**config.mk**
```make
export PLATFORM = sky130hd
export DESIGN_NAME = fetch_top
export DESIGN_NICKNAME = d
export VERILOG_FILES = /design/src/fetch_pkg.sv /design/src/bus_pkg.sv /design/src/icache.sv /design/src/fetch_unit.sv /design/src/fetch_top.sv
export SDC_FILE = /design/constraint.sdc
export NUM_CORES = 2
export LEC_CHECK = 0
export BUFFER_PORTS_ARGS = -buffer_cell sky130_fd_sc_hd__buf_2
export CORE_MARGIN = 2
export CORE_UTILIZATION = 39
export CTS_CLUSTER_SIZE = 25
export DETAILED_ROUTE_END_ITERATION = 8
export PLACE_DENSITY = 0.5
export SYNTH_ARGS = -nofsm -noshare
export SYNTH_HDL_FRONTEND = slang
export SYNTH_MEMORY_MAX_BITS = 65536
export SYNTH_SLANG_ARGS = --single-unit
```
**constraint.sdc**
```tcl
create_clock -name clock -period 9.4 [get_ports clock]
set_input_delay 0.47 -clock clock [delete_from_list [all_inputs] [get_ports clock]]
set_output_delay 0.47 -clock clock [all_outputs]
set_load 0.02 [all_outputs]
```
**src/fetch_pkg.sv**
```systemverilog
package fetch_pkg;

	// ##########################################################
	// address and instruction words
	// ##########################################################

	typedef logic [31:0] addr_t;
	typedef logic [31:0] word_t;

	localparam addr_t reset_pc = 32'h3000_0000;    // first instruction after reset

	// ##########################################################
	// cache geometry
	// ##########################################################

	localparam int words_per_line = 8;
	localparam int line_count = 16;

	typedef logic [2:0] offset_t;    // address bits 4:2
	typedef logic [3:0] index_t;     // address bits 8:5
	typedef logic [22:0] tag_t;      // address bits 31:9

	typedef enum logic [1:0] {
		lookup,
		request,
		refill,
		resume
	} fetch_state_t;

	function automatic offset_t offset_of(addr_t addr);
		return addr[4:2];
	endfunction

	function automatic index_t index_of(addr_t addr);
		return addr[8:5];
	endfunction

	function automatic tag_t tag_of(addr_t addr);
		return addr[31:9];
	endfunction

endpackage

```
**src/bus_pkg.sv**
```systemverilog
package bus_pkg;

	localparam int burst_beats = 8;    // one beat per word of a cache line

	// read address channel, held until ar_ready
	typedef struct packed {
		logic [31:0] addr;     // always line aligned
		logic        valid;
	} read_req_t;

	// read data channel, one word per beat
	typedef struct packed {
		logic [31:0] data;
		logic        valid;
		logic        last;     // set on the final beat of the burst
	} read_rsp_t;

endpackage

```
**src/icache.sv**
```systemverilog
`timescale 1ns/1ps

module icache (
	input  logic             clock,
	input  logic             reset,
	input  fetch_pkg::addr_t lookup_pc,
	output logic             hit,
	output fetch_pkg::word_t hit_data,
	input  logic             fill_valid,
	input  fetch_pkg::addr_t fill_pc,
	input  fetch_pkg::word_t fill_data
);

	fetch_pkg::tag_t tag_array [fetch_pkg::line_count];
	logic [fetch_pkg::line_count-1:0] valid_array;
	fetch_pkg::word_t data_array [fetch_pkg::line_count][fetch_pkg::words_per_line];

	fetch_pkg::addr_t look_addr;
	fetch_pkg::word_t read_word;

	fetch_pkg::fetch_state_t fill_state;
	fetch_pkg::tag_t fill_tag;
	fetch_pkg::index_t fill_index;

	fetch_pkg::index_t look_index;
	fetch_pkg::index_t fill_slot;
	logic fill_first;
	logic fill_last;

	assign look_index = fetch_pkg::index_of(look_addr);
	assign fill_slot = fetch_pkg::index_of(fill_pc);
	assign fill_first = fill_valid && (fill_state == fetch_pkg::lookup);
	assign fill_last = fill_valid &&
		(fetch_pkg::offset_of(fill_pc) == fetch_pkg::offset_t'(fetch_pkg::words_per_line - 1));

	// ##########################################################
	// registered lookup
	// ##########################################################

	always_ff @(posedge clock) begin
		look_addr <= lookup_pc;
		read_word <= data_array[fetch_pkg::index_of(lookup_pc)][fetch_pkg::offset_of(lookup_pc)];
	end

	assign hit = valid_array[look_index] && (tag_array[look_index] == fetch_pkg::tag_of(look_addr));
	assign hit_data = read_word;

	// ##########################################################
	// line refill
	// ##########################################################

	always_ff @(posedge clock) begin
		if (fill_valid) begin
			data_array[fill_slot][fetch_pkg::offset_of(fill_pc)] <= fill_data;
		end
		if (fill_last) begin
			tag_array[fill_slot] <= fetch_pkg::tag_of(fill_pc);
		end
		if (fill_first) begin
			fill_tag <= fetch_pkg::tag_of(fill_pc);    // remembered to check the rest of the burst
			fill_index <= fill_slot;
		end
	end

	always_ff @(posedge clock) begin
		if (reset) begin
			valid_array <= '0;
			fill_state <= fetch_pkg::lookup;
		end else if (fill_valid) begin
			if (fill_last) begin
				valid_array[fill_slot] <= 1'b1;    // line is complete
				fill_state <= fetch_pkg::lookup;
			end else begin
				fill_state <= fetch_pkg::refill;
				if (fill_first) begin
					valid_array[fill_slot] <= 1'b0;    // old contents are being overwritten
				end
			end
		end
	end

	// every pulse after the first of a burst stays in the same line
	fill_in_one_line: assert property (@(posedge clock) disable iff (reset)
		fill_valid && (fill_state == fetch_pkg::refill) |->
			(fetch_pkg::tag_of(fill_pc) == fill_tag) &&
			(fetch_pkg::index_of(fill_pc) == fill_index));

endmodule

```
**src/fetch_unit.sv**
```systemverilog
`timescale 1ns/1ps

module fetch_unit (
	input  logic               clock,
	input  logic               reset,
	output fetch_pkg::addr_t   lookup_pc,
	input  logic               hit,
	input  fetch_pkg::word_t   hit_data,
	output logic               fill_valid,
	output fetch_pkg::addr_t   fill_pc,
	output fetch_pkg::word_t   fill_data,
	output bus_pkg::read_req_t bus_req,
	input  logic               bus_ar_ready,
	input  bus_pkg::read_rsp_t bus_rsp,
	output logic               bus_r_ready,
	input  logic               redirect,
	input  fetch_pkg::addr_t   redirect_pc,
	output logic               inst_valid,
	output fetch_pkg::word_t   inst,
	output fetch_pkg::addr_t   inst_pc,
	input  logic               inst_ready
);

	fetch_pkg::fetch_state_t state;
	fetch_pkg::addr_t pc;                 // address presented to the cache
	fetch_pkg::addr_t look_pc;            // address the cache is answering for
	logic look_valid;
	logic req_valid;
	fetch_pkg::addr_t req_addr;
	fetch_pkg::offset_t beat_count;
	fetch_pkg::word_t held_word;
	logic redirect_pending;
	fetch_pkg::addr_t redirect_target;

	logic out_free;
	logic beat;
	logic in_lookup;
	logic take_hit;
	logic take_miss;
	logic issue;
	logic deliver;

	assign out_free = !inst_valid || inst_ready;
	assign beat = bus_rsp.valid && bus_r_ready;
	assign in_lookup = (state == fetch_pkg::lookup) && !redirect;
	assign take_hit = in_lookup && look_valid && hit && out_free;
	assign take_miss = in_lookup && look_valid && !hit;
	assign issue = in_lookup && !take_miss && out_free;
	assign deliver = (state == fetch_pkg::resume) && !redirect && !redirect_pending && out_free;

	assign lookup_pc = pc;
	assign bus_req.addr = req_addr;
	assign bus_req.valid = req_valid;
	assign fill_valid = beat;
	assign fill_pc = {req_addr[31:5], beat_count, 2'b00};
	assign fill_data = bus_rsp.data;

	// ##########################################################
	// control
	// ##########################################################

	always_ff @(posedge clock) begin
		if (reset) begin
			state <= fetch_pkg::lookup;
			pc <= fetch_pkg::reset_pc;
			look_valid <= 1'b0;
			req_valid <= 1'b0;
			bus_r_ready <= 1'b0;
			beat_count <= '0;
			redirect_pending <= 1'b0;
			inst_valid <= 1'b0;
		end else begin
			if ((inst_valid && inst_ready) || redirect) begin
				inst_valid <= 1'b0;    // handed on, or dropped by a redirect
			end
			case (state)
				fetch_pkg::lookup: begin
					if (redirect) begin
						pc <= redirect_pc;
						look_valid <= 1'b0;
					end else if (take_miss) begin
						state <= fetch_pkg::request;
						req_valid <= 1'b1;
						pc <= look_pc;    // refetch this address once the line is in
						look_valid <= 1'b0;
					end else if (issue) begin
						pc <= pc + 32'd4;
						look_valid <= 1'b1;
						if (take_hit) begin
							inst_valid <= 1'b1;
						end
					end else if (look_valid) begin
						pc <= look_pc;    // hit arrived while the output was full, ask again later
						look_valid <= 1'b0;
					end
				end
				fetch_pkg::request: begin
					if (bus_ar_ready) begin
						state <= fetch_pkg::refill;
						req_valid <= 1'b0;
						bus_r_ready <= 1'b1;
						beat_count <= '0;
					end
				end
				fetch_pkg::refill: begin
					if (beat) begin
						beat_count <= beat_count + 3'd1;
						if (bus_rsp.last) begin
							state <= fetch_pkg::resume;
							bus_r_ready <= 1'b0;
						end
					end
				end
				fetch_pkg::resume: begin
					if (redirect) begin
						pc <= redirect_pc;
						redirect_pending <= 1'b0;
						state <= fetch_pkg::lookup;
					end else if (redirect_pending) begin
						pc <= redirect_target;
						redirect_pending <= 1'b0;
						state <= fetch_pkg::lookup;
					end else if (out_free) begin
						inst_valid <= 1'b1;
						pc <= pc + 32'd4;
						state <= fetch_pkg::lookup;
					end
				end
				default: begin
					state <= fetch_pkg::lookup;
				end
			endcase
			if (redirect && ((state == fetch_pkg::request) || (state == fetch_pkg::refill))) begin
				redirect_pending <= 1'b1;    // the burst runs to its end first
			end
		end
	end

	// ##########################################################
	// payload registers
	// ##########################################################

	always_ff @(posedge clock) begin
		if (issue) begin
			look_pc <= pc;
		end
		if (take_hit) begin
			inst <= hit_data;
			inst_pc <= look_pc;
		end else if (deliver) begin
			inst <= held_word;
			inst_pc <= pc;
		end
		if (take_miss) begin
			req_addr <= {look_pc[31:5], 5'b0_0000};
		end
		if (beat && (beat_count == fetch_pkg::offset_of(pc)) && !redirect_pending) begin
			held_word <= bus_rsp.data;    // the word that missed
		end
		if (redirect) begin
			redirect_target <= redirect_pc;
		end
	end

	// ##########################################################
	// protocol checks
	// ##########################################################

	req_held: assert property (@(posedge clock) disable iff (reset)
		req_valid && !bus_ar_ready |=> req_valid && $stable(req_addr));

	out_held: assert property (@(posedge clock) disable iff (reset)
		inst_valid && !inst_ready && !redirect |=>
			inst_valid && $stable(inst) && $stable(inst_pc));

	// last comes with the eighth beat and never before
	last_on_eighth: assert property (@(posedge clock) disable iff (reset)
		beat |-> bus_rsp.last == (beat_count == fetch_pkg::offset_t'(bus_pkg::burst_beats - 1)));

endmodule

```
**src/fetch_top.sv**
```systemverilog
`timescale 1ns/1ps

module fetch_top (
	input  logic               clock,
	input  logic               reset,
	output bus_pkg::read_req_t bus_req,
	input  logic               bus_ar_ready,
	input  bus_pkg::read_rsp_t bus_rsp,
	output logic               bus_r_ready,
	input  logic               redirect,
	input  fetch_pkg::addr_t   redirect_pc,
	output logic               inst_valid,
	output fetch_pkg::word_t   inst,
	output fetch_pkg::addr_t   inst_pc,
	input  logic               inst_ready
);

	fetch_pkg::addr_t lookup_pc;
	logic hit;
	fetch_pkg::word_t hit_data;
	logic fill_valid;
	fetch_pkg::addr_t fill_pc;
	fetch_pkg::word_t fill_data;

	fetch_unit unit (
		.clock        (clock),
		.reset        (reset),
		.lookup_pc    (lookup_pc),
		.hit          (hit),
		.hit_data     (hit_data),
		.fill_valid   (fill_valid),
		.fill_pc      (fill_pc),
		.fill_data    (fill_data),
		.bus_req      (bus_req),
		.bus_ar_ready (bus_ar_ready),
		.bus_rsp      (bus_rsp),
		.bus_r_ready  (bus_r_ready),
		.redirect     (redirect),
		.redirect_pc  (redirect_pc),
		.inst_valid   (inst_valid),
		.inst         (inst),
		.inst_pc      (inst_pc),
		.inst_ready   (inst_ready)
	);

	icache cache (
		.clock      (clock),
		.reset      (reset),
		.lookup_pc  (lookup_pc),
		.hit        (hit),
		.hit_data   (hit_data),
		.fill_valid (fill_valid),
		.fill_pc    (fill_pc),
		.fill_data  (fill_data)
	);

endmodule

```
After elaboration in Yosys (flattened, before gate mapping)
Memories as Yosys holds them, arrays and structs flattened. A register that Yosys moved wholly into a read port is not among the register bits.
Index checks and enable logic that the tools add are counted.
{ "totals": {"regBits": 311, "mem_bits_rw": 4464, "inputBits": 71, "output_inout_bits": 99, "word_cells": 152, "mem_count": 2} }
{ "mem_list": {"columns": ["memory", "words", "width", "read_ports", "rd_clocked_by_memory_dff", "write_ports", "line", "rtl"], "rows": [
  ["cache.data_array", 16, 256, 1, 1, 1, "icache.sv:16", "fetch_pkg::word_t data_array [fetch_pkg::line_count][fetch_pkg::words_per_line];"],
  ["cache.tag_array", 16, 23, 1, 1, 1, "icache.sv:14", "fetch_pkg::tag_t tag_array [fetch_pkg::line_count];"]
]} }
{ "op_classes": {"n_addsub": 2, "n_lt_le_gt_ge": 6, "n_eq_ne": 13, "n_mux": 64, "n_bitwise": 5, "n_reduce_logical": 42} }
{ "op_table": {"columns": ["operator", "count"], "rows": [
  ["2-to-1 mux 32 bit", 14],
  ["2-to-1 mux 256 bit", 1],
  ["binary-select mux 32 bit (select 3 bit)", 1],
  ["demux 32 bit (select 3 bit)", 1],
  ["one-hot mux 32 bit (2 select lines)", 1],
  ["adder 32 x 3 -> 32 bit (second input constant)", 1],
  ["2-to-1 mux 16 bit", 2],
  ["2-to-1 mux 1 bit", 24],
  ["== test 23 bit", 1],
  ["logical AND 1 bit", 20],
  ["2-to-1 mux 2 bit", 9],
  ["bitwise AND 16 bit", 1],
  ["NOT 16 bit", 1],
  ["bitwise OR 16 bit", 1],
  ["nonzero test 2 bit", 6],
  ["< comparator 4 x 5 -> 1 bit (second input constant)", 2],
  ["greater-or-equal comparator 4 bit (second input constant)", 2],
  ["2-to-1 mux 4 bit", 2],
  ["NOT 3 -> 4 bit", 2],
  ["one-hot mux 2 bit (4 select lines)", 1],
  ["AND reduction 4 bit", 2],
  ["2-to-1 mux 3 bit", 2],
  ["!= test 2 bit (second input constant)", 3],
  ["one-hot mux 1 bit (2 select lines)", 3],
  ["19 further kinds", 29]
]} }

Logic depth before layout (Yosys ltp)
{ "logic_depth": {"depth_word": 14, "ltp_mapped": 17, "ltp_nobuf": 11} }

Hierarchy
Synthesis repeated with hierarchy kept, for this count alone.
{ "unflattened": {"cells_unflattened": 7533, "hier_area_um2": 182279.8} }
{ "by_module_without_submodules": {"columns": ["module", "instances", "cells_per_inst", "area_per_inst_um2", "seq_area_each_um2"], "rows": [
  ["icache", 1, 6762, 171943.7, 135570.0],
  ["fetch_unit", 1, 771, 10336.2, 6456.2]
]} }

Worst setup path after synthesis
No wires, ideal clock.
{ "synth_path": {"path_type": "flip-flop to flip-flop", "from": "register cache.look_addr[6]", "to": "register unit.inst[0], enable pin", "setup_time_ns": 0.499, "t_arrival_ns": 4.894, "required_time_ns": 8.901, "path_slack_ns": 4.007, "stages_incl_launch_ff": 16, "n_path_buf": 7, "period_less_slack_ns": 5.393, "path_cell_list": "dfxtp_1 > buf_2 > buf_4 > buf_4 > buf_6 > buf_4 > buf_2 > mux4_2 > nor2_1 > a21oi_1 > mux2_2 > a311oi_1 > nand3_1 > nor3_4 > buf_4 > o21bai_1"} }
{ "synth_via": {"elab_chain_len": 6} }
{ "synth_lines": {"columns": ["item", "line", "rtl"], "rows": [
  ["start, declared", "icache.sv:18", "fetch_pkg::addr_t look_addr;"],
  ["start signal, assigned", "icache.sv:41", "look_addr <= lookup_pc;"],
  ["binary-select mux 1 bit (select 4 bit)", "icache.sv:45", "assign hit = valid_array[look_index] && (tag_array[look_index] == fetch_pkg::tag_of(look_addr));"],
  ["2-to-1 mux 1 bit (not written as such)", "icache.sv:45", null],
  ["logical AND 1 bit", "icache.sv:45", null],
  ["logical AND 1 bit (2 in series)", "fetch_unit.sv:46", "assign take_hit = in_lookup && look_valid && hit && out_free;"],
  ["nonzero test 2 bit (no source line)", null, null],
  ["end signal, assigned", "fetch_unit.sv:148", "inst <= hit_data;"],
  ["end signal, assigned", "fetch_unit.sv:151", "inst <= held_word;"],
  ["end, declared", "fetch_unit.sv:19", "output fetch_pkg::word_t inst,"]
]} }
Every way passes these cells. The select of a mux whose other input is x is not followed.
A chain may end at the register's enable or synchronous reset.

Worst setup path after layout
{ "layout_path": {"from": "register cache.look_addr[5]", "to": "register unit.inst[27], data pin"} }
{ "layout_via": {"elab_chain_len": 6} }
{ "layout_lines": {"columns": ["item", "line", "rtl"], "rows": [
  ["binary-select mux 1 bit (select 4 bit)", "icache.sv:45", null],
  ["2-to-1 mux 1 bit (not written as such)", "icache.sv:45", null],
  ["logical AND 1 bit", "icache.sv:45", null],
  ["logical AND 1 bit (2 in series)", "fetch_unit.sv:46", null],
  ["2-to-1 mux 32 bit", "fetch_unit.sv:147", "if (take_hit) begin"]
]} }
Every way passes these cells. The select of a mux whose other input is x is not followed.

==> results.md <==
* Status: finished clean
* Tightest Pin Transition at around 1.2 ns
* Dominant synthesized flop cell: edfxtp_1
* DRT iter0 DRCs at a little over 10000
* Asr flop ratio synth at 0
* Post-CTS Hold Fix Bufs at 55
* P_leak at 0.0636 µW
* Syn_area_per_cell at 24.2 µm²
* Synthesized flop and latch total at 4773
* Max transition margin at 0.171
* Die Span Y at between 600 and 700 µm
* Worst-Skew Late Latency at 1.06 ns
* Post-DRT Antenna Nets at 0
* Clock Pin Slew Worst Setup and Hold Paths at 0.06 ns
* Post-synthesis sequential area ratio at 0.779
* Post-cts resize count at 0
* WP data required at 10.18 ns
* Port Buffers at roughly 160
* RSZ-0062 raised after global routing: false
* DRT Pass-1 Iters at 5
* CORE AREA at 466000 µm²
* Worst Reg-to-Reg Cells at 10
* # rows at 251
* Synth-to-Final Area Change at 15.0%
* Mean routed wirelength per cell at 35.6 µm
* Combinational power share at 0.150
* Final WL at between 500000 and 600000 µm
* TritonCTS clock tree: built
* Worst Setup EP: unit.inst[27]
* Arrival @ worst endpoint at 6.38 ns
* Max Buffers Root-to-Sink at 4
* # DRC at 0
* Worst Hold Class: in2reg
* Setup ws final at 3.79 ns
* H-tree depth at 6
* Cell repeated most along the worst path: buf_4
* Largest cells by area after synthesis: edfxtp_1 77%, mux4_2 18%, dfxtp_1 1.3%, clkbuf_1 0.58%, mux2_2 0.51%
* Critical path startpoint: cache.look_addr[5]
* Number of global-route vias before repair at 86600
* Largest net degree at the start of global routing at 130
* Filler cells at roughly 39000
* Initial antenna violation count at 72
* Initial Util at 0.391
* Fin area at 210000 µm²
* Total Power at 51700 µW
* Worst reg2reg path endpoint: unit.inst[27]
* Cells along the critical path: buf_4 > mux4_2 > and2_1 > a32o_1 > a221o_1 > nor4_1 > nand3_1 > nor3_4 > buf_4 > mux2_2
* Crit path largest cell delay at 0.85 ns
* Clk root buf: clkbuf_16
* Synth unique cells at 69
* Global route total overflow at 0
* Net count, final at 8205
* Final min period at 5.61 ns
* Pre-CTS WS at 3.83 ns
* Final Skew at 0.0433 ns
* Die W at 688 µm
* Top Usage Layer GRT: met2
* Mapped cell area at approximately 180000 µm²
* Yosys top cell by area: edfxtp_1
* Reg2reg start: cache.look_addr[5]
* Placed Area at 192000 µm²
* Post-synth EDFFs at 4651
* Hold Vio Cnt, Final at 0
* Full die area at 473000 µm²
* Met2 Use GR at 0.357
* # setup viols final at 0
* Max Cap Viol at 0
* Setup tns final at 0 ns
* Aggregate global-route resource usage at 0.220
* FMAX at 0.178 GHz
* Post-CTS setup buffers at 0
* Part of the power in registers at 0.464
* Critical path type: reg2reg
* Via count at 85500
* Crit path launch type: register
* Yosys warns at 0
* GPL Wtd Cong at 0.809
* Num CTS Buffers at ~520
* Top-area cell type share of the netlist area at 0.766
* Switching Share at 0.254
* Pint at 38500 µW
* Sw Pwr at 13100 µW
* Crit path max fanout at 72
* Period utilization at 0.597
* First-pass GRT wire length at about 720000 µm
* Min-delay src: bus_rsp[26]
* Max-slew violations at 0
* Power share of the clock group at 0.386
* Max rail drop VDD at 0.189 mV
* Reg-to-reg slack, setup at 3.79 ns
* Cell count after synthesis at roughly 7500
* Power per cell area at 246 nW/µm²
* Final core utilization at 0.450
* CP endpoint kind: register
* Share of layout cells above drive strength 1 at 0.330
* IO Count at 170
* HPWL Detailed at 287000 µm
* Met1 Usage GRT at 0.317
* GRT met3 Usage at 0.0364
* Routed vias/inst at about 5.8
* Slowest CP cell: buf_4
* Sink Count at ~4800
==> synthesized netlist by cell type, types with 13 or more instances <==
library cell  instances
edfxtp_1           4651
mux4_2             1422
clkbuf_1            280
nor2_1              219
dfxtp_1             122
mux2_2               82
buf_1                79
nand2_1              78
mux2i_1              68
o21ai_0              56
buf_4                41
nand3_1              34
a221oi_1             32
xnor2_1              29
inv_1                27
o21a_1               25
mux2_1               23
xor2_1               23
buf_6                18
a21oi_1              17
nor2b_1              15
o22ai_1              15
buf_2                13
==> per-stage QoR <==
stage	std cells	hold WS [ns]
after floorplan	7550	0.387
after global placement	13700	0.422
after detailed placement	13700	0.427
after CTS	14700	0.000214
after global routing	14700	0.0497
final	14800	0.0400
==> state kept, by name (all words and copies together), names as in the netlist, 2 cells and up, named ones only <==
signal                flops
unit.req_addr            27
cache.look_addr          27
unit.look_pc             32
unit.redirect_target     32
cache.hit_data           32
unit.lookup_pc           32
cache.data_array       4096
unit.state                2
cache.tag_array         368
unit.held_word           32
unit.beat_count           3
unit.inst                32
unit.inst_pc             32
==> per-layer routing <==
| layer | routed length (µm) | vias to the layer above | share of wire |
|---|---|---|---|
| met5 | 69 | - | 0.00013 |
| met4 | 11300 | 12 | 0.022 |
| met3 | 37000 | 647 | 0.070 |
| met2 | 253000 | 3284 | 0.48 |
| met1 | 224000 | 47800 | 0.43 |
| li1 | - | 33700 | - |
==> kinds of logic (layout without fill, tap and decap cells) <==
| group | after synthesis | after routing | synth area share |
|---|---|---|---|
| DFF | 4773 | 4773 | 0.779 |
| muxes | 1605 | 1605 | 0.187 |
| buffers and inverters | 463 | 1450 | 0.0113 |
| and+or+nand+nor | 431 | 431 | 0.0106 |
| AOI/OAI and AO/OA | 213 | 213 | 0.00826 |
| xor gates and xnor gates | 52 | 52 | 0.00250 |
| adders and majority gates | 8 | 8 | 0.000549 |
| other | 1 | 31 | 0.0000206 |
==> critical path, delay by kind of cell (launching register included) <==
family / cells / cell delay, ns
AOI/OAI and AO/OA: 2 / 0.49
muxes: 2 / 1.04
DFF: 1 / 0.65
buffers and inverters: 2 / 1.59
and+or+nand+nor: 4 / 1.39
==> layout make-up <==
| cell class | instances | area (µm²) | share of cell area |
|---|---|---|---|
| flip-flops and latches | 4773 | 142000 | 0.678 |
| inverters | 29 | 116 | 0.000555 |
| clock inverters | 254 | 2310 | 0.0110 |
| multi-input cells | 2314 | 39300 | 0.188 |
| diodes | 26 | 65.1 | 0.000310 |
| clock buffers | 681 | 14300 | 0.0680 |
| repair buffers | 486 | 3690 | 0.0176 |
| well taps | 6198 | 7750 | 0.0370 |
==> placed cells by master (no fill, tap or decap), types with 82 or more instances in the layout <==
master / Yosys / layout
buf_2: 13 / 132
buf_4: 41 / 280
clkbuf_1: 280 / 125
clkbuf_16: 0 / 546
clkinv_1: 2 / 116
dfxtp_1: 122 / 111
edfxtp_1: 4651 / 4651
mux2_2: 82 / 82
mux4_2: 1422 / 1422
nor2_4: 0 / 144
==> how the worst min path moves through the flow <==
| stage | to | cells past startpoint |
|---|---|---|
| final | cache.data_array[6][88] | 1 |
| after floorplan | cache.look_addr[31] | 0 |
| after global placement | cache.look_addr[16] | 0 |
| after global routing | cache.data_array[14][120] | 1 |
| after CTS | cache.data_array[6][88] | 1 |
| after detailed placement | cache.look_addr[30] | 0 |
==> power groups by stage <==
stage	combinational [µW]	sequential, µW	clock [µW]
6_report	7760	24000	20000
5_1_grt	8110	24000	21200
4_1_cts	7930	24000	20400
3_5_place_dp	7890	24400	0
3_3_place_gp	7850	24400	0
2_1_floorplan	4810	24100	0
(Power assumes the default switching activity.)
